`config.mk`:
```
export PLATFORM = sky130hd
export DESIGN_NAME = ahb_slave_ctrl
export DESIGN_NICKNAME = d
export VERILOG_FILES = /design/src/logic/ahb_pkg.sv /design/src/logic/soc_map_pkg.sv /design/src/logic/ahb_slave_ctrl.sv
export SDC_FILE = /design/constraint.sdc
export NUM_CORES = 1
export LEC_CHECK = 0
export ABC_AREA = 1
export BUFFER_PORTS_ARGS = -buffer_cell sky130_fd_sc_hd__buf_2
export CAP_MARGIN = 20
export CORE_AREA = 2 2 72 74
export CTS_BUF_LIST = sky130_fd_sc_hd__clkbuf_4
export DETAILED_ROUTE_END_ITERATION = 8
export DIE_AREA = 0 0 74 76
export PLACE_DENSITY = 0.8
export SYNTH_ARGS = -nofsm -noshare
export SYNTH_HDL_FRONTEND = slang
export SYNTH_SLANG_ARGS = --single-unit
export TNS_END_PERCENT = 1
```
`constraint.sdc`:
```
create_clock -name HCLK -period 2 [get_ports HCLK]
set_clock_uncertainty 0.05 [all_clocks]
set_input_delay 0.1 -clock HCLK [delete_from_list [all_inputs] [get_ports HCLK]]
set_output_delay 0.1 -clock HCLK [all_outputs]
set_load 0.1 [all_outputs]
```
`src/logic/ahb_pkg.sv`:
```
// AHB-lite subset: single transfers only, no bursts, no HPROT
// HRESP carries only OKAY and ERROR

package ahb_pkg;

	// transfer type, standard AHB encoding
	typedef enum logic [1:0] {
		IDLE   = 2'b00,
		BUSY   = 2'b01,
		NONSEQ = 2'b10,
		SEQ    = 2'b11
	} htrans_t;

	// RETRY and SPLIT never produced
	typedef enum logic {
		OKAY  = 1'b0,
		ERROR = 1'b1
	} hresp_t;

	// transfer size, nothing wider than a word
	typedef enum logic [2:0] {
		BYTE = 3'b000,
		HALF = 3'b001,
		WORD = 3'b010
	} hsize_t;

	// slave data phase sequencing
	typedef enum logic [1:0] {
		ST_IDLE = 2'b00,
		ST_DATA = 2'b01,
		ST_ERR1 = 2'b10,
		ST_ERR2 = 2'b11
	} ctrl_state_t;

endpackage

```
`src/logic/soc_map_pkg.sv`:
```
// address map of the slave subsystem, every region is 4 KB
// register offsets are byte offsets inside a region

package soc_map_pkg;

	localparam int DATA_WIDTH     = 32;
	localparam int ADDR_WIDTH     = 32;
	localparam int STRB_WIDTH     = 4;
	localparam int GPIO_WIDTH     = 8;

	localparam logic [ADDR_WIDTH-1:0] DTCM_BASE  = 32'h2000_0000;
	localparam int DTCM_WORDS     = 1024;
	localparam int DTCM_IDX_WIDTH = 10;

	localparam logic [ADDR_WIDTH-1:0] TIMER_BASE  = 32'h0200_0000;
	localparam logic [ADDR_WIDTH-1:0] GPIO_BASE   = 32'h4000_0000;
	localparam logic [ADDR_WIDTH-1:0] REGION_SPAN = 32'h0000_1000;

	// machine timer registers
	localparam logic [DTCM_IDX_WIDTH+1:0] MTIME_LO    = 12'h000;
	localparam logic [DTCM_IDX_WIDTH+1:0] MTIME_HI    = 12'h004;
	localparam logic [DTCM_IDX_WIDTH+1:0] MTIMECMP_LO = 12'h008;
	localparam logic [DTCM_IDX_WIDTH+1:0] MTIMECMP_HI = 12'h00C;

	// gpio registers
	localparam logic [DTCM_IDX_WIDTH+1:0] GPIO_OUT_OFS = 12'h000;
	localparam logic [DTCM_IDX_WIDTH+1:0] GPIO_IN_OFS  = 12'h004;

	typedef enum logic [1:0] {
		REG_NONE  = 2'b00,
		REG_DTCM  = 2'b01,
		REG_TIMER = 2'b10,
		REG_GPIO  = 2'b11
	} region_t;

endpackage

```
`src/logic/ahb_slave_ctrl.sv`:
```
// single slave, so HREADY is generated here and never taken as an input
// timer and gpio accept word transfers only, anything else gets ERROR
`timescale 1ns/1ps

module ahb_slave_ctrl
	import ahb_pkg::*;
	import soc_map_pkg::*;
(
	input  logic                      HCLK,
	input  logic                      rst,
	input  logic                      HSEL,
	input  htrans_t                   HTRANS,
	input  logic                      HWRITE,
	input  hsize_t                    HSIZE,
	input  logic [ADDR_WIDTH-1:0]     HADDR,
	output logic                      HREADY,
	output hresp_t                    HRESP,
	output logic [DATA_WIDTH-1:0]     HRDATA,
	output logic                      dtcm_wr_en,
	output logic [STRB_WIDTH-1:0]     dtcm_byte_strb,
	output logic                      timer_wr_en,
	output logic                      gpio_wr_en,
	output logic [DTCM_IDX_WIDTH-1:0] reg_word,
	input  logic [DATA_WIDTH-1:0]     dtcm_rdata,
	input  logic [DATA_WIDTH-1:0]     timer_rdata,
	input  logic [DATA_WIDTH-1:0]     gpio_rdata
);

	function automatic region_t decode_region(input logic [ADDR_WIDTH-1:0] addr);
		logic [ADDR_WIDTH-1:0] dtcm_mask;
		logic [ADDR_WIDTH-1:0] reg_mask;
		dtcm_mask = ~(ADDR_WIDTH'(DTCM_WORDS * STRB_WIDTH) - 1'b1);
		reg_mask = ~(REGION_SPAN - 1'b1);
		if ((addr & dtcm_mask) == DTCM_BASE)
			return REG_DTCM;
		else if ((addr & reg_mask) == TIMER_BASE)
			return REG_TIMER;
		else if ((addr & reg_mask) == GPIO_BASE)
			return REG_GPIO;
		else
			return REG_NONE;
	endfunction

	// byte lanes touched by a little endian transfer
	function automatic logic [STRB_WIDTH-1:0] lane_strb(input hsize_t size,
			input logic [1:0] lsb);
		case (size)
			BYTE:    return STRB_WIDTH'(1) << lsb;
			HALF:    return STRB_WIDTH'(3) << {lsb[1], 1'b0};
			default: return '1;
		endcase
	endfunction

	ctrl_state_t               state;
	ctrl_state_t               state_nxt;
	region_t                   region_d;
	region_t                   region_q;
	logic                      wr_q;
	logic [STRB_WIDTH-1:0]     strb_q;
	logic [DTCM_IDX_WIDTH-1:0] word_q;
	logic [DTCM_IDX_WIDTH+1:0] addr_ofs;
	logic                      accept;
	logic                      misalign;
	logic                      sub_word_reg;
	logic                      ofs_range;
	logic                      err_d;
	logic                      data_wr;

	// address phase, ignored while the first error cycle holds HREADY low
	assign accept = HSEL && (HTRANS == NONSEQ || HTRANS == SEQ) && HREADY;
	assign region_d = decode_region(HADDR);
	assign addr_ofs = HADDR[DTCM_IDX_WIDTH+1:0];

	assign misalign = (HSIZE == HALF && HADDR[0]) ||
		(HSIZE == WORD && HADDR[1:0] != 2'b00) ||
		!(HSIZE inside {BYTE, HALF, WORD});
	assign sub_word_reg = (region_d == REG_TIMER || region_d == REG_GPIO) &&
		HSIZE != WORD;
	// holes past the last implemented register
	assign ofs_range = (region_d == REG_TIMER && addr_ofs > MTIMECMP_HI) ||
		(region_d == REG_GPIO && addr_ofs > GPIO_IN_OFS);
	assign err_d = region_d == REG_NONE || misalign || sub_word_reg || ofs_range;

	always_comb begin
		state_nxt = ST_IDLE;
		if (state == ST_ERR1)
			state_nxt = ST_ERR2;
		else if (accept)
			state_nxt = err_d ? ST_ERR1 : ST_DATA;
	end

	always_ff @(posedge HCLK) begin
		if (rst) begin
			state <= ST_IDLE;
			region_q <= REG_NONE;
			wr_q <= 1'b0;
		end else begin
			state <= state_nxt;
			if (accept) begin
				region_q <= region_d;
				wr_q <= HWRITE;
			end
		end
	end

	always_ff @(posedge HCLK) begin
		if (accept) begin
			word_q <= HADDR[DTCM_IDX_WIDTH+1:2];
			strb_q <= lane_strb(HSIZE, HADDR[1:0]);
		end
	end

	assign HREADY = (state != ST_ERR1);
	assign HRESP = (state == ST_ERR1 || state == ST_ERR2) ? ERROR : OKAY;

	// enables only in an OKAY data phase
	assign data_wr = (state == ST_DATA) && wr_q;
	assign dtcm_wr_en = data_wr && region_q == REG_DTCM;
	assign timer_wr_en = data_wr && region_q == REG_TIMER;
	assign gpio_wr_en = data_wr && region_q == REG_GPIO;
	assign dtcm_byte_strb = strb_q;
	assign reg_word = word_q;

	always_comb begin
		case (region_q)
			REG_DTCM:  HRDATA = dtcm_rdata;
			REG_TIMER: HRDATA = timer_rdata;
			REG_GPIO:  HRDATA = gpio_rdata;
			default:   HRDATA = '0;
		endcase
	end

	a_err_two_cycle: assert property (@(posedge HCLK) disable iff (rst)
		(HRESP == ERROR && !HREADY) |=> (HRESP == ERROR && HREADY))
		else $error("error response not completed in its second cycle");

	a_one_wr_en: assert property (@(posedge HCLK) disable iff (rst)
		$onehot0({dtcm_wr_en, timer_wr_en, gpio_wr_en}))
		else $error("more than one target write enable");

endmodule

```
==> run metrics, run 1 <==
status completed; Least-Margin Pin Slew about 500 ps; Flop pwr share between 20% and 30%; Final Slew Violations 0; total CTS buffers 3; max_cap viols 0; Worst Setup Path Type register to primary output; Fin Hold WS between 15 and 20 ps; design area 3260 um^2; remaining routing DRC violations 0; Layout area overhead 105%; synthesized net count between 300 and 400; # rows 26; Rel. slew slack 67.1%; die width 74 um; number of synthesized flops with an enable pin 14; Pint around 870 uW; crit path capture type primary output; Non-Filler Instances between 500 and 600; # nets final 587; Reg area approximately 520 um^2; vias roughly 2500; CP max FO 32; Die H 76 um; # setup viols final 0; Via density 4.82; Worst R2R End region_q[1]$_SDFFE_PP0P_; layout cell share with drive strength beyond 1 47.0%; CP startpoint region_q[0]$_SDFFE_PP0P_; FF-to-FF path depth 8; leading area contributor after synthesis edfxtp_1; first-pass GRT wire length 10200 um; Tot GR Track Use a little under a quarter; Hold Vio Cnt, Final 0; Top Ports 188; WL per Instance 12.9 um; # clock sinks 19; leakage power approximately 1.6 nW; sw frac slightly below 50%; Peak supply drop 334 uV; Req. time, crit path 1850 ps; core area 4910 um^2; GRT overflow 0; CTS Root Cell clkbuf_4; Final period util 90.6%; clk buf depth 2; Post-Syn Area ~1600 um^2; synth top area cells edfxtp_1, nand3_1, nand2_1; commonest non-fill, non-tap cell in the layout buf_2; Seq cells post-synth 19; gpl congestion 0.817; top-area cell type share of the netlist area 26.4%; die area 5620 um^2; reg-to-reg slack, setup approximately 750 ps; # H-tree levels 1; Hold Path Class input pin to register; final WL 6690 um; Unique masters post-synth 23; register clock-pin slew on the reported worst setup and hold paths 100 ps; hold depth 3; number of global-route vias before repair 2287; Crit Reg-Reg Startpoint state[1]$_SDFF_PP0_; Pwr Density 518 nW/um^2; critical path endpoint HRDATA[21]; RSZ-0062 raised after global routing no; commonest cells after routing, fill and taps aside buf_2, nand2_1, nand3_1; area of the multi-input gates roughly 940 um^2; clock power share 11.3%; DRT Pass-1 Iters 6; initial antenna violation count 1; dpl hpwl 5490 um; crit start category register; Main synth FF type edfxtp_1; Cells after DPL 504; FMAX 552 MHz; Comb pwr share slightly above 60%; Syn Inst Count roughly 260; DP Area 3120 um^2; Post-synth ARST share 0%; Seq/Total Area, Yosys 32.7%; ANT nets after route 0; CTS tree yes; Mean Syn Cell Area 6.19 um^2; post-layout min period about 1800 ps; port buffer count 186; starting density of the core 32.4%; CP arrival 1660 ps; synth warn 0; Psw 816 uW; Filler cells 420; largest net degree at the start of global routing 34; diode count 0; Clock Latency Late Sink 290 ps; Initial DRC Count 79
## power groups by stage
stage / clock network [mW] / logic (mW) / registers, mW
2_1_floorplan: 0 / 0.532 / 0.541
3_3_place_gp: 0 / 1.02 / 0.458
3_5_place_dp: 0 / 1.03 / 0.459
4_1_cts: 0.193 / 1.05 / 0.450
5_1_grt: 0.205 / 1.09 / 0.452
6_report: 0.191 / 1.05 / 0.450
## registers in the layout, indices dropped and copies added, names as in the netlist
name	flops
dtcm_byte_strb	4
state	2
wr_q	1
region_q	2
reg_word	10
## logic make-up after synthesis
kind of cell | after synthesis | share of synthesized area (%)
flops | 19 | 32.7
compound gates | 10 | 3.85
buf+inv | 34 | 8.65
simple gates | 194 | 54.8
## metal layers
layer | share of wire, % | track usage, % | vias to the layer above
met1 | 35 | 23.9 | 1121
li1 | - | - | 1235
met2 | 55 | 44.9 | 125
met3 | 7.2 | 3.17 | 18
met4 | 2.4 | 6.73 | 2
met5 | 0.19 | 0 | -
## synth_stat cells (3+ instances only)
| library cell | count |
|---|---|
| inv_1 | 15 |
| nand3_1 | 72 |
| dfxtp_1 | 5 |
| nand2_1 | 80 |
| buf_2 | 8 |
| edfxtp_1 | 14 |
| nor2_1 | 27 |
| clkbuf_1 | 7 |
| inv_2 | 3 |
| nor2_2 | 4 |
| nor3_1 | 4 |
| a21oi_1 | 4 |
| o21ai_0 | 4 |
## layout make-up
cell class | count | share of cell area, %
timing repair buffer | 203 | 49.5
clock inverter | 1 | 0.154
sequential | 19 | 16.0
tap | 70 | 2.69
inverter | 19 | 2.19
multi-input combinational | 204 | 28.8
clock buffer | 3 | 0.692
## how the worst min path moves through the flow
stage | startpoint | endpoint | slack, ps
2_1_floorplan | rst | state[1]$_SDFF_PP0_ | 110
3_3_place_gp | HADDR[7] | reg_word[5]$_DFFE_PP_ | 240
3_5_place_dp | HADDR[9] | reg_word[7]$_DFFE_PP_ | 240
4_1_cts | HWRITE | wr_q$_SDFFE_PP0P_ | 10
5_1_grt | HWRITE | wr_q$_SDFFE_PP0P_ | 20
6_report | HWRITE | wr_q$_SDFFE_PP0P_ | 20
## critical path: stages, from the launching register on
cell,delay [ps]
dfxtp_1,410
inv_1,120
nor2_2,90
buf_4,310
nand2_1,100
nand3_1,150
buf_12,190
## stage by stage
step / utilization [%] / setup slack (ps) / TNS, ps / total power, mW
after floorplan: - / -862 / -1630 / 1.07
after global placement: 63.5 / 548 / 0 / 1.48
after detailed placement: 63.5 / 507 / 0 / 1.49
after CTS: 66.3 / 177 / 0 / 1.69
after global routing: 66.3 / 67.4 / 0 / 1.75
final: 66.3 / 188 / 0 / 1.69
## timing repair
| action | in CTS | in global routing |
|---|---|---|
| hold buffers | 11 | 0 |
| endpoints found under the hold margin | 13 | 0 |
| gates resized for setup | 0 | 0 |
| setup endpoints to repair | 0 | 0 |
| setup buffers | 0 | 0 |
Power figures use the tool's default switching activity.
==> run 2: changes to the inputs <==
--- a/config.mk
+++ b/config.mk
@@ -5,14 +5,13 @@
 export SDC_FILE = /design/constraint.sdc
 export NUM_CORES = 1
 export LEC_CHECK = 0
-export ABC_AREA = 1
 export BUFFER_PORTS_ARGS = -buffer_cell sky130_fd_sc_hd__buf_2
 export CAP_MARGIN = 20
-export CORE_AREA = 2 2 72 74
+export CORE_AREA = 2 2 73 75
 export CTS_BUF_LIST = sky130_fd_sc_hd__clkbuf_4
 export DETAILED_ROUTE_END_ITERATION = 8
-export DIE_AREA = 0 0 74 76
-export PLACE_DENSITY = 0.8
+export DIE_AREA = 0 0 75 77
+export PLACE_DENSITY = 0.77
 export SYNTH_ARGS = -nofsm -noshare
 export SYNTH_HDL_FRONTEND = slang
 export SYNTH_SLANG_ARGS = --single-unit
==> run 2 against run 1 <==
Compared with the run above: hold slack improved by 59 ps; sequential share of layout area increased by 0.15 points; cell area shrank 0.96%; largest cell class unchanged; cell count decreased by 20%; register-to-register slack worse by 350 ps; via count down 20%.
==> run metrics, run 2 <==
Post-CTS Resized 0; clk buf depth 2; CP arrival between 1500 and 2000 ps; Hold Vio Cnt, Final 0; crit start category register; WL per Instance 14.5 um; layout cell share with drive strength beyond 1 between 60% and 70%; Pwr Density 306 nW/um^2; number of global-route vias before repair 1906; DP Area 3080 um^2; Post-synth ARST share 0%; register clock-pin slew on the reported worst setup and hold paths 90 ps; core area approximately 5000 um^2; CP cell instances buf_12, mux2_2, a22o_1, buf_12; Top Ports approximately 190; initial antenna violation count 0; Final Slew Violations 0; Via density slightly below 5; total power 988 uW; Initial DRC Count 30; largest net degree at the start of global routing 34; CTS tree yes; Clock Latency Late Sink roughly 280 ps; diode count 0; Critical Path Most Common Cell buf_12; Fin Hold WS 78.4 ps; post-route setup TNS 0 ps; die width about 75 um; commonest non-fill, non-tap cell in the layout buf_2; GRT overflow 0; Rel. slew slack 63.6%; number of synthesized flops with an enable pin 14; commonest cells after routing, fill and taps aside buf_2, buf_12, mux2_2, a22o_1, edfxtp_1; # setup viols final 0; Setup WS post-layout ~120 ps; vias 2000; Main synth FF type edfxtp_1; Final period util 93.8%; Hold Path Class input pin to register; gpl congestion 0.776; Peak supply drop 278 uV; Unique masters post-synth 30; Critical Path Max Stage Delay 400 ps; crit path capture type primary output; Syn Inst Count roughly 150; leading area contributor after synthesis edfxtp_1; first-pass GRT wire length 8520 um; Worst Setup Path Type register to primary output; CP max FO 33; remaining routing DRC violations 0; final WL 6010 um; Die H 77 um; Least-Margin Pin Slew 545 ps; total CTS buffers 3; CTS Hold Bufs 12; synthesized net count between 200 and 300; post-layout min period 1880 ps; # H-tree levels 1; CTS Root Cell clkbuf_4; Setup Fix Bufs, Post-CTS 0; Largest register FFs 10; synth warn 0; Req. time, crit path 1850 ps; # nets final 481; ANT nets after route 0; # clock sinks 19; die area around 5800 um^2; dpl hpwl just under 5000 um; design area 3230 um^2; Post-synth top cells a22o_1, mux2_2, edfxtp_1, nor2_1, buf_2; Tot GR Track Use 18.9%; Post-Syn Area 1540 um^2; status completed; dpl ws 434 ps; Mean Syn Cell Area 10.3 um^2; CP max stage cell dfxtp_1; max_cap viols 0; FMAX 533 MHz; top-area cell type share of the netlist area 27.3%; starting density of the core 30.9%; Seq cells post-synth 19; Layout area overhead 109%; DRT Pass-1 Iters 4; # rows 26; leakage power 1.45 nW; synth top area cells edfxtp_1, mux2_2, a22o_1; RSZ-0062 raised after global routing no; Seq/Total Area, Yosys 33.8%; port buffer count 186
run 2: cell types whose count changed after synthesis, moves of 3 or more:
cell / delta
a22o_1: +32
inv_1: -12
inv_2: -3
mux2_2: +32
nand2_1: -76
nand3_1: -70
nor2_1: -18
nor2_2: -4
nor3_1: -3
nor4_1: +5
run 2: stage by stage:
| step | instances | utilization [%] |
|---|---|---|
| after floorplan | 149 | - |
| after CTS | 413 | 64.8 |
| final | 413 | 64.8 |
| after global routing | 413 | 64.8 |
| after detailed placement | 397 | 61.8 |
| after global placement | 397 | 61.8 |
run 2: worst max-delay path: cells and delay by family, from the launching register on:
kind,cells,cell delay [ps]
flip-flops,1,400
AO/OA/AOI/OAI,1,270
multiplexers,1,360
buffers and inverters,2,400
run 2: cells by family after synthesis:
| kind of cell | after synthesis | share of synthesized area [%] |
|---|---|---|
| adder cells (fa/ha/maj) | 1 | 0.731 |
| AND/OR/NAND/NOR | 33 | 12.8 |
| buffers and inverters | 15 | 4.22 |
| XOR/XNOR | 2 | 1.14 |
| flip-flops | 19 | 33.8 |
| multiplexers | 33 | 24.0 |
| AO/OA/AOI/OAI | 46 | 23.2 |
run 2: final cells by class:
class / instances / area [um^2]
inverter: 3 / 11.3
clock inverter: 1 / 5.00
multi-input combinational: 115 / 960
fill: 412 / 1750
sequential: 19 / 520
clock buffer: 3 / 22.5
tap: 70 / 87.6
timing repair buffer: 202 / 1620
run 2: routing by layer:
layer  global-route usage, %  wire length [um]
met1                    18.1              2010
met2                    39.2              3470
met3                    3.29               479
met4                    3.75                40
met5                       0                 0
run 2: final timing paths:
path                             from                       end  slack (ps)  cells after the start
max          region_q[1]$_SDFFE_PP0P_                HRDATA[27]         120                      4
min                              HSEL       state[1]$_SDFF_PP0_          80                      3
min reg2reg         wr_q$_SDFFE_PP0P_         wr_q$_SDFFE_PP0P_         430                      2
max reg2reg       state[0]$_SDFF_PP0_  region_q[1]$_SDFFE_PP0P_         400                      5
run 2: report_power, final:
| group | leakage, nW | total (mW) | internal, mW | switching (mW) |
|---|---|---|---|---|
| sequential | 0.168 | 0.447 | 0.441 | 0.00520 |
| combinational | 1.26 | 0.360 | 0.159 | 0.201 |
| clock | 0.0177 | 0.182 | 0.0743 | 0.108 |
| total | 1.45 | 0.988 | 0.675 | 0.314 |
==> run 3: changes to the inputs <==
--- a/config.mk
+++ b/config.mk
@@ -5,14 +5,14 @@
 export SDC_FILE = /design/constraint.sdc
 export NUM_CORES = 1
 export LEC_CHECK = 0
+export ABC_AREA = 1
 export BUFFER_PORTS_ARGS = -buffer_cell sky130_fd_sc_hd__buf_2
 export CAP_MARGIN = 20
-export CORE_AREA = 2 2 73 75
+export CORE_AREA = 2 2 72 74
 export CTS_BUF_LIST = sky130_fd_sc_hd__clkbuf_4
 export DETAILED_ROUTE_END_ITERATION = 8
-export DIE_AREA = 0 0 75 77
-export PLACE_DENSITY = 0.77
+export DIE_AREA = 0 0 74 76
+export PLACE_DENSITY = 0.8
 export SYNTH_ARGS = -nofsm -noshare
 export SYNTH_HDL_FRONTEND = slang
 export SYNTH_SLANG_ARGS = --single-unit
-export TNS_END_PERCENT = 1
==> run 3 against run 2 <==
Compared with the run above: sequential share of layout area shrank 0.25 points; cell count grew 26%; combinational power rose to 2.9 times the previous value; hold slack got worse by 55 ps; register-to-register slack improved by 440 ps; clock-buffer cell count is the same; critical path depth grew 2; core utilization is 1.9 points higher; wire length grew 6.2%.
==> run metrics, run 3 (synthesized netlist as in run 1, its figures left out) <==
Worst R2R End reg_word[1]$_DFFE_PP_; largest net degree at the start of global routing 34; # setup viols final 0; die width 74 um; RSZ-0062 raised after global routing no; Die H 76 um; Final Slew Violations 0; WL per Instance roughly 12 um; max_cap viols 0; clk buf depth 2; CP startpoint region_q[1]$_SDFFE_PP0P_; Least-Margin Pin Slew roughly 500 ps; Final period util 88.8%; number of global-route vias before repair 2217; Crit Reg-Reg Startpoint state[1]$_SDFF_PP0_; core area roughly 5000 um^2; CTS Root Cell clkbuf_4; CP max FO 25; # clock sinks 19; reg-to-reg slack, setup 840 ps; Req. time, crit path 1850 ps; post-layout min period between 1500 and 2000 ps; Pwr Density 515 nW/um^2; Largest register FFs 10; design area ~3300 um^2; FMAX around 560 MHz; DP Area 3140 um^2; dpl hpwl 5270 um; critical path endpoint HRDATA[10]; Layout area overhead 106%; Hold Crit Start HWRITE; starting density of the core 32.4%; total CTS buffers 3; layout cell share with drive strength beyond 1 47.6%; # nets final 588; die area around 5600 um^2; final WL 6380 um; status completed; commonest non-fill, non-tap cell in the layout buf_2; Fin Hold WS 23.0 ps; Top Ports 188; leakage power roughly 1.6 nW; Setup Fix Bufs, Post-CTS 0; Hold Path Class input pin to register; total power between 1.5 and 2 mW; CP arrival 1630 ps; DRT Pass-1 Iters 6; # rows 26; # H-tree levels 1; initial antenna violation count 0; ANT nets after route 0; first-pass GRT wire length a little under 10000 um; Rel. slew slack 67.1%; Worst Setup Path Type register to primary output; Via density 4.68; vias 2432; commonest cells after routing, fill and taps aside buf_2, nand2_1, nand3_1; GRT overflow 0; gpl congestion 0.822; Filler cells 411; Hold Vio Cnt, Final 0; Tot GR Track Use 21.5%; CTS tree yes; post-route setup TNS 0 ps; Peak supply drop 294 uV; crit path capture type primary output; Initial DRC Count between 50 and 60; Clock Latency Late Sink 280 ps; remaining routing DRC violations 0; fin util 66.7%; FF-to-FF path depth 4; crit start category register; port buffer count 186; diode count 0; register clock-pin slew on the reported worst setup and hold paths 100 ps
## run 3: layout make-up
class	instances	area, um^2	area share (%)
Timing Repair Buffer	204	1620	49.4
Multi-Input combinational cell	204	948	28.9
Clock inverter	1	7.51	0.229
Clock buffer	3	22.5	0.687
Inverter	19	71.3	2.18
Tap cell	70	87.6	2.67
Sequential cell	19	520	15.9
## run 3: worst max-delay path, cell delays in order, from the launching register on
cell	delay, ps
dfxtp_1	380
inv_1	110
nor2_2	120
buf_4	270
nand2_1	80
nand3_1	170
buf_12	200
## run 3: power breakdown
part | total [mW] | leakage [nW] | switching (mW) | internal (mW)
clock | 0.193 | 0.0139 | 0.117 | 0.0760
combinational | 1.04 | 1.45 | 0.689 | 0.355
sequential | 0.449 | 0.169 | 0.00638 | 0.443
## run 3: worst min-delay path by stage
| stage | cells past startpoint | slack, ps | endpoint |
|---|---|---|---|
| 2_1_floorplan | 1 | 110 | state[1]$_SDFF_PP0_ |
| 3_3_place_gp | 1 | 240 | reg_word[5]$_DFFE_PP_ |
| 3_5_place_dp | 1 | 240 | reg_word[5]$_DFFE_PP_ |
| 4_1_cts | 3 | 20 | wr_q$_SDFFE_PP0P_ |
| 5_1_grt | 3 | 20 | wr_q$_SDFFE_PP0P_ |
| 6_report | 3 | 20 | wr_q$_SDFFE_PP0P_ |
## run 3: metal layers
metal  track usage, %  part of all wire [%]  up-vias
li1                 -                     -     1235
met5                0                     0        -
met3             4.50                   8.6       16
met1             21.9                    34     1070
met4             7.82                   2.8        0
met2             41.1                    55      111
## run 3: timing repair
item	4_1_cts	5_1_grt
resized for setup	0	0
endpoints found under the setup margin	0	0
hold buffers	11	0
hold endpoints to repair	13	0
## run 3: metrics by stage
stage / setup WS (ps) / std cells
final: 225 / 520
after detailed placement: 536 / 505
after global routing: 63.4 / 520
after CTS: 193 / 520
after global placement: 563 / 505
after floorplan: -16.9 / 257
